$ cat src/pipe_trace_pkg.sv
package pipe_trace_pkg;

    // Pipeline geometry
    localparam int STAGE_COUNT = 5;
    localparam int OCC_W       = $clog2(STAGE_COUNT + 1);

    // Field widths of the trace record
    localparam int INSTR_W = 32;
    localparam int CYCLE_W = 16;
    localparam int DWELL_W = 3;

    typedef logic [INSTR_W-1:0] instr_t;

    // Cycle stamps wrap at 2**CYCLE_W
    typedef logic [CYCLE_W-1:0] cycle_t;

    // Stalled cycles spent in fetch or decode
    typedef logic [DWELL_W-1:0] dwell_t;

    typedef logic [OCC_W-1:0] occ_t;

    // Dwell saturates here
    localparam dwell_t DWELL_MAX = dwell_t'(7);

    // Record carried by each instruction down the pipe
    typedef struct packed {
        instr_t instr;
        cycle_t issue_cycle;
        dwell_t dwell;
    } trace_rec_t;

    // Pipeline status seen from outside
    typedef enum logic [1:0] {
        PIPE_IDLE  = 2'd0,
        PIPE_RUN   = 2'd1,
        PIPE_STALL = 2'd2
    } pipe_state_t;

endpackage

$ cat src/back_stages.sv
`timescale 1ns/1ps

module back_stages import pipe_trace_pkg::*; (
    input  logic       clk,
    input  logic       rst,
    input  trace_rec_t front_rec,
    input  logic       front_out_valid,
    output logic       exec_valid,
    output logic       mem_valid,
    output logic       wb_valid,
    output logic       retire_valid,
    output instr_t     retire_instr,
    output cycle_t     retire_issue_cycle,
    output dwell_t     retire_dwell
);

    trace_rec_t exec_rec;
    trace_rec_t mem_rec;
    trace_rec_t wb_rec;

    // The back end never holds
    // A missing record enters execute as a bubble
    always_ff @(posedge clk) begin
        if (rst) begin
            exec_valid <= 1'b0;
            mem_valid  <= 1'b0;
            wb_valid   <= 1'b0;
        end else begin
            exec_valid <= front_out_valid;
            mem_valid  <= exec_valid;
            wb_valid   <= mem_valid;
        end
    end

    always_ff @(posedge clk) begin
        exec_rec <= front_rec;
        mem_rec  <= exec_rec;
        wb_rec   <= mem_rec;
    end

    // Writeback slot is the retire record
    assign retire_valid       = wb_valid;
    assign retire_instr       = wb_rec.instr;
    assign retire_issue_cycle = wb_rec.issue_cycle;
    assign retire_dwell       = wb_rec.dwell;

    dwell_cap_a: assert property (
        @(posedge clk) disable iff (rst)
        retire_valid |-> (retire_dwell <= DWELL_MAX)
    );

endmodule

$ cat src/cycle_timer.sv
`timescale 1ns/1ps

module cycle_timer import pipe_trace_pkg::*; (
    input  logic   clk,
    input  logic   rst,
    input  logic   stall,
    output cycle_t cycle_count,
    output cycle_t stall_total
);

    // Set once the cycle counter has gone round
    logic wrapped;

    always_ff @(posedge clk) begin
        if (rst) begin
            cycle_count <= '0;
            stall_total <= '0;
            wrapped     <= 1'b0;
        end else begin
            cycle_count <= cycle_count + 1'b1;
            if (stall) begin
                stall_total <= stall_total + 1'b1;
            end
            if (cycle_count == '1) begin
                wrapped <= 1'b1;
            end
        end
    end

    // Stalled cycles are a subset of all cycles until the wrap
    stall_le_cycles_a: assert property (
        @(posedge clk) disable iff (rst)
        !wrapped |-> (stall_total <= cycle_count)
    );

endmodule

$ cat src/front_stages.sv
`timescale 1ns/1ps

module front_stages import pipe_trace_pkg::*; (
    input  logic       clk,
    input  logic       rst,
    input  logic       stall,
    input  logic       issue_valid,
    input  instr_t     issue_instr,
    input  cycle_t     cycle_count,
    output logic       fetch_valid,
    output logic       decode_valid,
    output trace_rec_t front_rec,
    output logic       front_out_valid
);

    trace_rec_t fetch_rec;
    trace_rec_t decode_rec;

    // Raise a dwell count by one, holding at the limit
    function automatic dwell_t dwell_step(input dwell_t d);
        if (d >= DWELL_MAX) begin
            return DWELL_MAX;
        end
        return d + 1'b1;
    endfunction

    // Valid bits
    always_ff @(posedge clk) begin
        if (rst) begin
            fetch_valid  <= 1'b0;
            decode_valid <= 1'b0;
        end else if (!stall) begin
            fetch_valid  <= issue_valid;
            decode_valid <= fetch_valid;
        end
    end

    // Records, held in place while stalled
    always_ff @(posedge clk) begin
        if (stall) begin
            if (fetch_valid) begin
                fetch_rec.dwell <= dwell_step(fetch_rec.dwell);
            end
            if (decode_valid) begin
                decode_rec.dwell <= dwell_step(decode_rec.dwell);
            end
        end else begin
            decode_rec <= fetch_rec;
            if (issue_valid) begin
                // Stamp with the count seen before this edge
                fetch_rec.instr       <= issue_instr;
                fetch_rec.issue_cycle <= cycle_count;
                fetch_rec.dwell       <= '0;
            end
        end
    end

    assign front_rec       = decode_rec;
    assign front_out_valid = decode_valid && !stall;

    fetch_hold_a: assert property (
        @(posedge clk) disable iff (rst)
        (stall && fetch_valid) |=> (fetch_valid && fetch_rec.instr == $past(fetch_rec.instr))
    );

    decode_hold_a: assert property (
        @(posedge clk) disable iff (rst)
        (stall && decode_valid) |=> (decode_valid && decode_rec.instr == $past(decode_rec.instr))
    );

endmodule

$ cat src/pipe_trace_top.sv
`timescale 1ns/1ps

module pipe_trace_top import pipe_trace_pkg::*; (
    input  logic        clk,
    input  logic        rst,
    input  logic        issue_valid,
    input  instr_t      issue_instr,
    input  logic        stall,
    output logic        retire_valid,
    output instr_t      retire_instr,
    output cycle_t      retire_issue_cycle,
    output dwell_t      retire_dwell,
    output cycle_t      cycle_count,
    output cycle_t      stall_total,
    output pipe_state_t pipe_state,
    output occ_t        occupancy
);

    logic       fetch_valid;
    logic       decode_valid;
    logic       exec_valid;
    logic       mem_valid;
    logic       wb_valid;
    trace_rec_t front_rec;
    logic       front_out_valid;

    stage_seq_ctrl u_ctrl (
        .clk          (clk),
        .rst          (rst),
        .stall        (stall),
        .issue_valid  (issue_valid),
        .fetch_valid  (fetch_valid),
        .decode_valid (decode_valid),
        .exec_valid   (exec_valid),
        .mem_valid    (mem_valid),
        .wb_valid     (wb_valid),
        .pipe_state   (pipe_state),
        .occupancy    (occupancy)
    );

    cycle_timer u_timer (
        .clk         (clk),
        .rst         (rst),
        .stall       (stall),
        .cycle_count (cycle_count),
        .stall_total (stall_total)
    );

    // Fetch and decode, stamped from the running cycle count
    front_stages u_front (
        .clk             (clk),
        .rst             (rst),
        .stall           (stall),
        .issue_valid     (issue_valid),
        .issue_instr     (issue_instr),
        .cycle_count     (cycle_count),
        .fetch_valid     (fetch_valid),
        .decode_valid    (decode_valid),
        .front_rec       (front_rec),
        .front_out_valid (front_out_valid)
    );

    back_stages u_back (
        .clk                (clk),
        .rst                (rst),
        .front_rec          (front_rec),
        .front_out_valid    (front_out_valid),
        .exec_valid         (exec_valid),
        .mem_valid          (mem_valid),
        .wb_valid           (wb_valid),
        .retire_valid       (retire_valid),
        .retire_instr       (retire_instr),
        .retire_issue_cycle (retire_issue_cycle),
        .retire_dwell       (retire_dwell)
    );

endmodule

$ cat src/stage_seq_ctrl.sv
`timescale 1ns/1ps

module stage_seq_ctrl import pipe_trace_pkg::*; (
    input  logic        clk,
    input  logic        rst,
    input  logic        stall,
    input  logic        issue_valid,
    input  logic        fetch_valid,
    input  logic        decode_valid,
    input  logic        exec_valid,
    input  logic        mem_valid,
    input  logic        wb_valid,
    output pipe_state_t pipe_state,
    output occ_t        occupancy
);

    logic        next_fetch;
    logic        next_decode;
    logic        next_exec;
    logic        next_mem;
    logic        next_wb;
    occ_t        next_occ;
    pipe_state_t next_state;

    // Slot valid bits as they will stand after this edge
    always_comb begin
        next_fetch  = stall ? fetch_valid : issue_valid;
        next_decode = stall ? decode_valid : fetch_valid;
        next_exec   = decode_valid && !stall;
        next_mem    = exec_valid;
        next_wb     = mem_valid;
    end

    assign next_occ = occ_t'(next_fetch) + occ_t'(next_decode) + occ_t'(next_exec)
                    + occ_t'(next_mem) + occ_t'(next_wb);

    // A stall only counts as such while the front holds something
    always_comb begin
        if (next_occ == '0) begin
            next_state = PIPE_IDLE;
        end else if (stall && (next_fetch || next_decode)) begin
            next_state = PIPE_STALL;
        end else begin
            next_state = PIPE_RUN;
        end
    end

    always_ff @(posedge clk) begin
        if (rst) begin
            pipe_state <= PIPE_IDLE;
            occupancy  <= '0;
        end else begin
            pipe_state <= next_state;
            occupancy  <= next_occ;
        end
    end

    occ_bound_a: assert property (
        @(posedge clk) disable iff (rst)
        occupancy <= occ_t'(STAGE_COUNT)
    );

    // Prediction must agree with the slot registers in the stage modules
    idle_empty_a: assert property (
        @(posedge clk) disable iff (rst)
        (pipe_state == PIPE_IDLE) |->
            !(fetch_valid || decode_valid || exec_valid || mem_valid || wb_valid)
    );

endmodule

$ cat config.mk
export PLATFORM = sky130hd
export DESIGN_NAME = pipe_trace_top
export DESIGN_NICKNAME = d
export VERILOG_FILES = /design/src/pipe_trace_pkg.sv /design/src/back_stages.sv /design/src/cycle_timer.sv /design/src/front_stages.sv /design/src/pipe_trace_top.sv /design/src/stage_seq_ctrl.sv
export SDC_FILE = /design/constraint.sdc
export NUM_CORES = 1
export LEC_CHECK = 0
export BUFFER_PORTS_ARGS = -buffer_cell sky130_fd_sc_hd__buf_2
export CAP_MARGIN = 20
export CORE_MARGIN = 1.5
export CORE_UTILIZATION = 47
export CTS_BUF_LIST = sky130_fd_sc_hd__clkbuf_2 sky130_fd_sc_hd__clkbuf_4 sky130_fd_sc_hd__clkbuf_8
export DETAILED_ROUTE_END_ITERATION = 12
export PLACE_DENSITY = 0.73
export SLEW_MARGIN = 20
export SYNTH_ARGS = -nofsm -noshare
export SYNTH_HDL_FRONTEND = slang
export SYNTH_SLANG_ARGS = --single-unit
$ cat constraint.sdc
create_clock -name clk -period 13.3 [get_ports clk]
set_clock_uncertainty 0.05 [all_clocks]
set_input_delay 0.665 -clock clk [delete_from_list [all_inputs] [get_ports clk]]
set_output_delay 0.665 -clock clk [all_outputs]
set_load 0.03 [all_outputs]
==> impl_results.md, run 1 <==
- Outcome: completed
- Min-delay worst type: in -> reg
- Placed cell area: 8954 um2
- Final setup fails: 0
- Initial Util: 48.48%
- Clock Sinks: 297
- Yosys warns: 0
- Layout Cells excl Fill: 889
- Grt total ovfl: 0
- Post-synth ARST share: 0%
- Grt peak-use layer: met2
- CP Data Arrival Time: 3570 ps
- Die W: 134.3 um
- CP max-delay cell: buf_4
- Reg2reg setup slack: 10,750 ps
- Root Buffer: clkbuf_8
- Worst-margin pin slew: 916.0 ps
- Vias in the first global route: 4,046
- Tot GR Track Use: 13.55%
- Static leakage: 4.060 nW
- Period utilization: 24.38%
- GRT met1 Usage: 15.83%
- DRC Markers: 0
- Mapped cell area: 8097 um2
- Post-placement cell count: 805
- TritonCTS Buffers: 45
- Ant diodes: 0
- Slew headroom: 38.87%
- Met2 usage: 21.68%
- Core box area: 16,700 um2
- CP Capture Type: flip-flop
- Post-CTS Hold Fix Bufs: 0
- Period minus WS final: 3243 ps
- Routed Antenna Nets: 0
- Cts repair resizes: 0
- Count leader, synth: dfxtp_1
- Via density: 4.529
- Gate Count Post-Synth: 468
- Final WL: 12,010 um
- Clk_lat worst skew: 550 ps
- Syn Nets: 515
- RePlAce Congestion: 0.7765
- WS Path Type: in -> reg
- CTS tree: done
- Synth cell count leaders: dfxtp_1, edfxtp_1, nor2_1
- Max Cap Viol: 0
- RSZ-0062 raised after global routing: false
- Finished Cell Area: 9916 um2
- Met3 Use GR: 5.215%
- CP Launch Type: input pin
- Fmax: 308.4 MHz
- Htree depth: 2
- Top cells by area, synth: dfxtp_1, edfxtp_1, xnor2_1, nor2_1, ha_1
- Worst IR Drop VDD: 0.08796 mV
- Synth top area share: 48.22%
- Prevailing post-synth register cell: dfxtp_1
- Area Growth Syn to Fin: 22.47%
- Vias: 4,026
- Final Net Count: 679
- Final Max Tran Viols: 0
- Post-CTS Setup Inserts: 0
- Synthesized flop and latch total: 297
- Worst Path Required: 13,620 ps
- DR WL/cell: 13.51 um
- Area leader, netlist: dfxtp_1
- Boundary Pins: 125
- Largest net degree at the start of global routing: 55
- Syn_area_per_cell: 17.30 um2
- Synth unique cells: 35
- Die height: 134.3 um
- Sequential fraction of the synthesis area: 86.05%
- Antenna violations before repair: 0
- DR pass1 iterations: 4
- CTS clk-pin slew, worst paths: 60 ps
- Share of layout cells above drive strength 1: 33.03%
- First-pass GRT wire length: 18,980 um
- Final hold vios: 0
- Row count: 47
- Slowest Stage Delay on Critical Path: 540 ps
- Hpwl dp: 7316 um
- Initial drt markers: 168
- Crit-path cells: buf_2, nor2b_4, buf_4, a21oi_1, ha_1, fa_1, ha_1, fa_1, nor3_1, nor4_1
- Die area: 18,020 um2
- Clock buffer depth: 3
- I/O Buffers: 124
- Pwr per Cell Area: 183.5 nW/um2
- Setup Total Neg Slack: 0 ps
- Crit Path Max Fanout: 49
- Post-synth EDFFs: 102
-- path summary, 6_finish.rpt --
path                                           to                       startpoint  cells past startpoint
setup reg to reg  u_ctrl.pipe_state[1]$_SDFF_PP0_  u_front.decode_valid$_SDFF_PP0_                      7
setup / recovery  u_ctrl.pipe_state[1]$_SDFF_PP0_                            stall                     10
hold reg to reg        u_back.mem_rec[17]$_DFF_P_      u_back.exec_rec[17]$_DFF_P_                      0
hold / removal    u_front.fetch_rec[37]$_DFFE_PP_                  issue_instr[18]                      1
-- per-layer routing --
metal	up-vias	wire [um]	part of all wire [%]
met5	-	0	0
met4	0	285	2.4
met3	23	1009	8.4
met2	148	5659	47
met1	1894	5056	42
li1	1961	-	-
-- worst max-delay path, delay by kind of cell --
kind,cells,cell delay (ps)
adder cells (fa/ha/maj),4,1460
AO/OA/AOI/OAI,1,160
buffers and inverters,2,760
AND/OR/NAND/NOR,3,500
-- cell families after synthesis --
| logic type | Yosys count | share of synthesized area (%) |
|---|---|---|
| AOI/OAI and AO/OA | 18 | 1.376 |
| xor gates and xnor gates | 23 | 2.488 |
| adders and majority gates | 11 | 1.885 |
| buffers and inverters | 17 | 1.082 |
| DFF | 297 | 86.05 |
| muxes | 2 | 0.2473 |
| and+or+nand+nor | 100 | 6.877 |
-- cell type report --
cell class | count | area [um2]
tap | 220 | 275.3
multi-input combinational | 154 | 1050
clock inverter | 15 | 111.4
timing repair buffer | 125 | 628.1
sequential | 297 | 6967
fill | 1284 | 6785
clock buffer | 69 | 849.6
inverter | 9 | 35.03
-- power breakdown --
group / total, W / internal, W / switching [W]
registers: 0.00100 / 0.000989 / 0.0000138
clock network: 0.000756 / 0.000431 / 0.000324
logic: 0.0000611 / 0.0000175 / 0.0000435
-- metrics by stage --
stage | power [W] | util (%) | worst slack [ps] | hold WS (ps)
after floorplan | 0.001058 | - | 8059 | 259.6
after global placement | 0.001080 | 53.61 | 9667 | 259.9
after detailed placement | 0.001085 | 53.61 | 9473 | 262.1
after CTS | 0.001850 | 59.36 | 10070 | 200.5
after global routing | 0.001895 | 59.37 | 9862 | 206.4
final | 0.001820 | 59.37 | 10060 | 244.6
-- state kept, by name, indices dropped and copies added, names as in the netlist, 16 cells and up --
register,flops
u_back.retire_instr,32
u_back.mem_rec,51
u_timer.cycle_count,16
u_timer.stall_total,16
u_back.exec_rec,51
u_back.retire_issue_cycle,16
u_front.fetch_rec,51
u_front.front_rec,51
-- layout by cell type, fill, tap and decap left out, drive strengths merged --
master,n
a21oi,8
a311o,1
a31o,2
a31oi,1
and3,2
buf,125
bufinv,1
clkbuf,69
clkinv,12
clkinvlp,1
dfxtp,195
edfxtp,102
fa,2
ha,9
inv,10
mux2i,2
nand2,11
nand2b,2
nand3,9
nand4,9
nor2,37
nor2b,9
nor3,9
nor4,8
o21ai,4
o22a,2
or3,4
xnor2,17
xor2,6
(Power assumes the default switching activity.)
==> run 2, diff against run 1 <==
==> constraint.sdc (replaced) <==
create_clock -name clk -period 3.3 [get_ports clk]
set_clock_uncertainty 0.05 [all_clocks]
set_input_delay 0.165 -clock clk [delete_from_list [all_inputs] [get_ports clk]]
set_output_delay 0.165 -clock clk [all_outputs]
set_load 0.03 [all_outputs]
==> impl_results.md, run 2 (same netlist as run 1, synthesis figures left out) <==
- RePlAce Congestion: 0.7716 (-0.63%)
- Clock Sinks: 297 (unchanged)
- Combinational share of power: 3.8% (+0.4 points)
- Post-CTS Setup Inserts: 0 (unchanged)
- Root Buffer: clkbuf_8
- Min-Delay Startpoint: stall
- Initial drt markers: 201 (+20%)
- Routed length on met2: 6383 um (+13%)
- Final setup fails: 0 (unchanged)
- DRC Markers: 0 (unchanged)
- Worst r2r path cells: 7 (unchanged)
- Reg area: 6967 um2 (unchanged)
- Slew headroom: 49.79% (+11 points)
- # fillers: 1,270 (-1.1%)
- Hold_ws: 85.68 ps (-159.0 ps)
- Ant diodes: 0 (unchanged)
- Tot GR Track Use: 14.50% (+0.96 points)
- CTS clk-pin slew, worst paths: 60 ps (about the same)
- Antenna violations before repair: 0 (unchanged)
- Psw: 0.001499 W (+290%)
- CP Data Arrival Time: 2970 ps (-600 ps)
- DR WL/cell: 13.98 um (+3.5%)
- Reg power frac: 55.1% (about the same)
- RSZ-0062 raised after global routing: false
- Htree depth: 2 (unchanged)
- Final Net Count: 713 (+5.0%)
- First-pass GRT wire length: 20,530 um (+8.2%)
- Reg2reg setup slack: 680 ps (-10,070 ps)
- Clock Power Share: 41.1% (-0.4 points)
- Max Cap Viol: 0 (unchanged)
- Met3 wire len: 1014 um (+0.50%)
- Final hold vios: 0 (unchanged)
- Outcome: completed
- Area Growth Syn to Fin: 26.66%
- Met1 Routed Length: 5211 um (+3.1%)
- Worst Path Required: 3620 ps (-10,000 ps)
- Share of layout cells above drive strength 1: 31.62% (-1.4 points)
- Worst-margin pin slew: 753.1 ps (-162.9 ps)
- Period minus WS final: 2655 ps
- Clock buffer depth: 3 (unchanged)
- Initial Util: 48.48% (unchanged)
- CP Capture Type: flip-flop
- Hpwl dp: 7865 um (+7.5%)
- Die height: 134.3 um (unchanged)
- Boundary Pins: 125 (unchanged)
- Post-placement cell count: 806 (+0.12%)
- Die W: 134.3 um (unchanged)
- Worst IR Drop VDD: 0.3822 mV (+330%)
- Finished Cell Area: 10,250 um2 (+3.4%)
- Total power draw: 0.007341 W (+300%)
- Most frequent cells in the layout: dfxtp_1, buf_2, edfxtp_1, clkbuf_8, nor2_1
- Commonest non-fill, non-tap cell in the layout: dfxtp_1
- DR top layer: met4
- Final Max Tran Viols: 0 (unchanged)
- Die area: 18,020 um2 (unchanged)
- Core box area: 16,700 um2 (unchanged)
- Reg2reg start: u_front.decode_valid$_SDFF_PP0_
- Pwr per Cell Area: 715.9 nW/um2 (+290%)
- Grt total ovfl: 0 (unchanged)
- I/O Buffers: 124 (unchanged)
- DR pass1 iterations: 4 (unchanged)
- CTS tree: done
- Switching Fraction: 20.42% (-0.56 points)
- Vias: 4,182 (+3.9%)
- Fmax: 376.7 MHz
- Setup Total Neg Slack: 0 ps (unchanged)
- Clk_lat worst skew: 520 ps (-30 ps)
- Period utilization: 80.45%
- TritonCTS Buffers: 45 (unchanged)
- CP Launch Type: input pin
- Area occupied by multi-input gates: 1050 um2 (unchanged)
- Static leakage: 4.200 nW (+3.5%)
- Via density: 4.536 (+0.16%)
- Hold EP: u_timer.stall_total[0]$_SDFFE_PP0P_
- Hold path cells: 3 (+2)
- Final WL: 12,890 um (+7.4%)
- Crit Path Max Fanout: 3 (-94%)
- Capturing point of the worst reg2reg path: u_ctrl.pipe_state[0]$_SDFF_PP0_
- Largest net degree at the start of global routing: 49 (-11%)
- Min-delay worst type: in -> reg
- Routed Antenna Nets: 0 (unchanged)
- WS Path Type: in -> reg
- Row count: 47 (unchanged)
- Internal power: 0.005842 W (+310%)
- Placed cell area: 8961 um2 (about the same)
- Vias in the first global route: 4,304 (+6.4%)
- Layout Cells excl Fill: 922 (+3.7%)
-- run 2: power by group through the flow --
stage / Combinational (W) / Clock, W / Sequential, W
global placement: 0.000242 / 0 / 0.00411
CTS: 0.000281 / 0.00312 / 0.00405
detailed placement: 0.000249 / 0 / 0.00413
floorplan: 0.0000696 / 0 / 0.00420
global route: 0.000300 / 0.00330 / 0.00406
finish: 0.000278 / 0.00302 / 0.00405
-- run 2: layout make-up --
cell class | instances | share of cell area [%]
Clock inverter | 8 | 0.4270
Clock buffer | 75 | 8.968
Timing Repair Buffer | 159 | 9.419
Inverter | 9 | 0.3294
Multi-Input combinational cell | 154 | 10.24
Tap cell | 220 | 2.684
Sequential cell | 297 | 67.94
-- run 2: repair_timing --
item	4_1_cts	5_1_grt
gates resized for setup	0	0
endpoints found under the hold margin	33	0
hold buffers	33	0
-- run 2: how the worst max path moves through the flow --
stage	start	to	slack (ps)	cells after the start
final	issue_valid	u_ctrl.pipe_state[0]$_SDFF_PP0_	650	10
after global routing	u_front.decode_valid$_SDFF_PP0_	u_ctrl.pipe_state[1]$_SDFF_PP0_	540	7
after CTS	u_front.decode_valid$_SDFF_PP0_	u_ctrl.pipe_state[0]$_SDFF_PP0_	700	7
after detailed placement	stall	u_ctrl.pipe_state[0]$_SDFF_PP0_	460	8
after global placement	stall	u_ctrl.pipe_state[0]$_SDFF_PP0_	630	8
after floorplan	stall	u_ctrl.pipe_state[1]$_SDFF_PP0_	110	9
-- run 2: worst max-delay path, cell delays in order --
cell and delay [ps]:
dlygate4sd3_1 540, buf_2 120, nor2b_4 110, a21oi_1 250, ha_1 300, fa_1 450, ha_1 220, fa_1 470
nor3_1 280, nor3_1 80
-- run 2: through the flow --
stage               setup slack, ps  utilization (%)
floorplan                     111.7                -
global placement              628.7            53.66
detailed placement            461.9            53.66
CTS                           695.8            61.40
global route                  543.0            61.40
finish                        645.2            61.40
-- run 2: layer usage --
metal | global-route usage [%] | vias to the layer above
li1 | - | 2028
met1 | 15.95 | 1978
met2 | 25.04 | 148
met3 | 5.745 | 28
met4 | 5.974 | 0
met5 | 0 | -
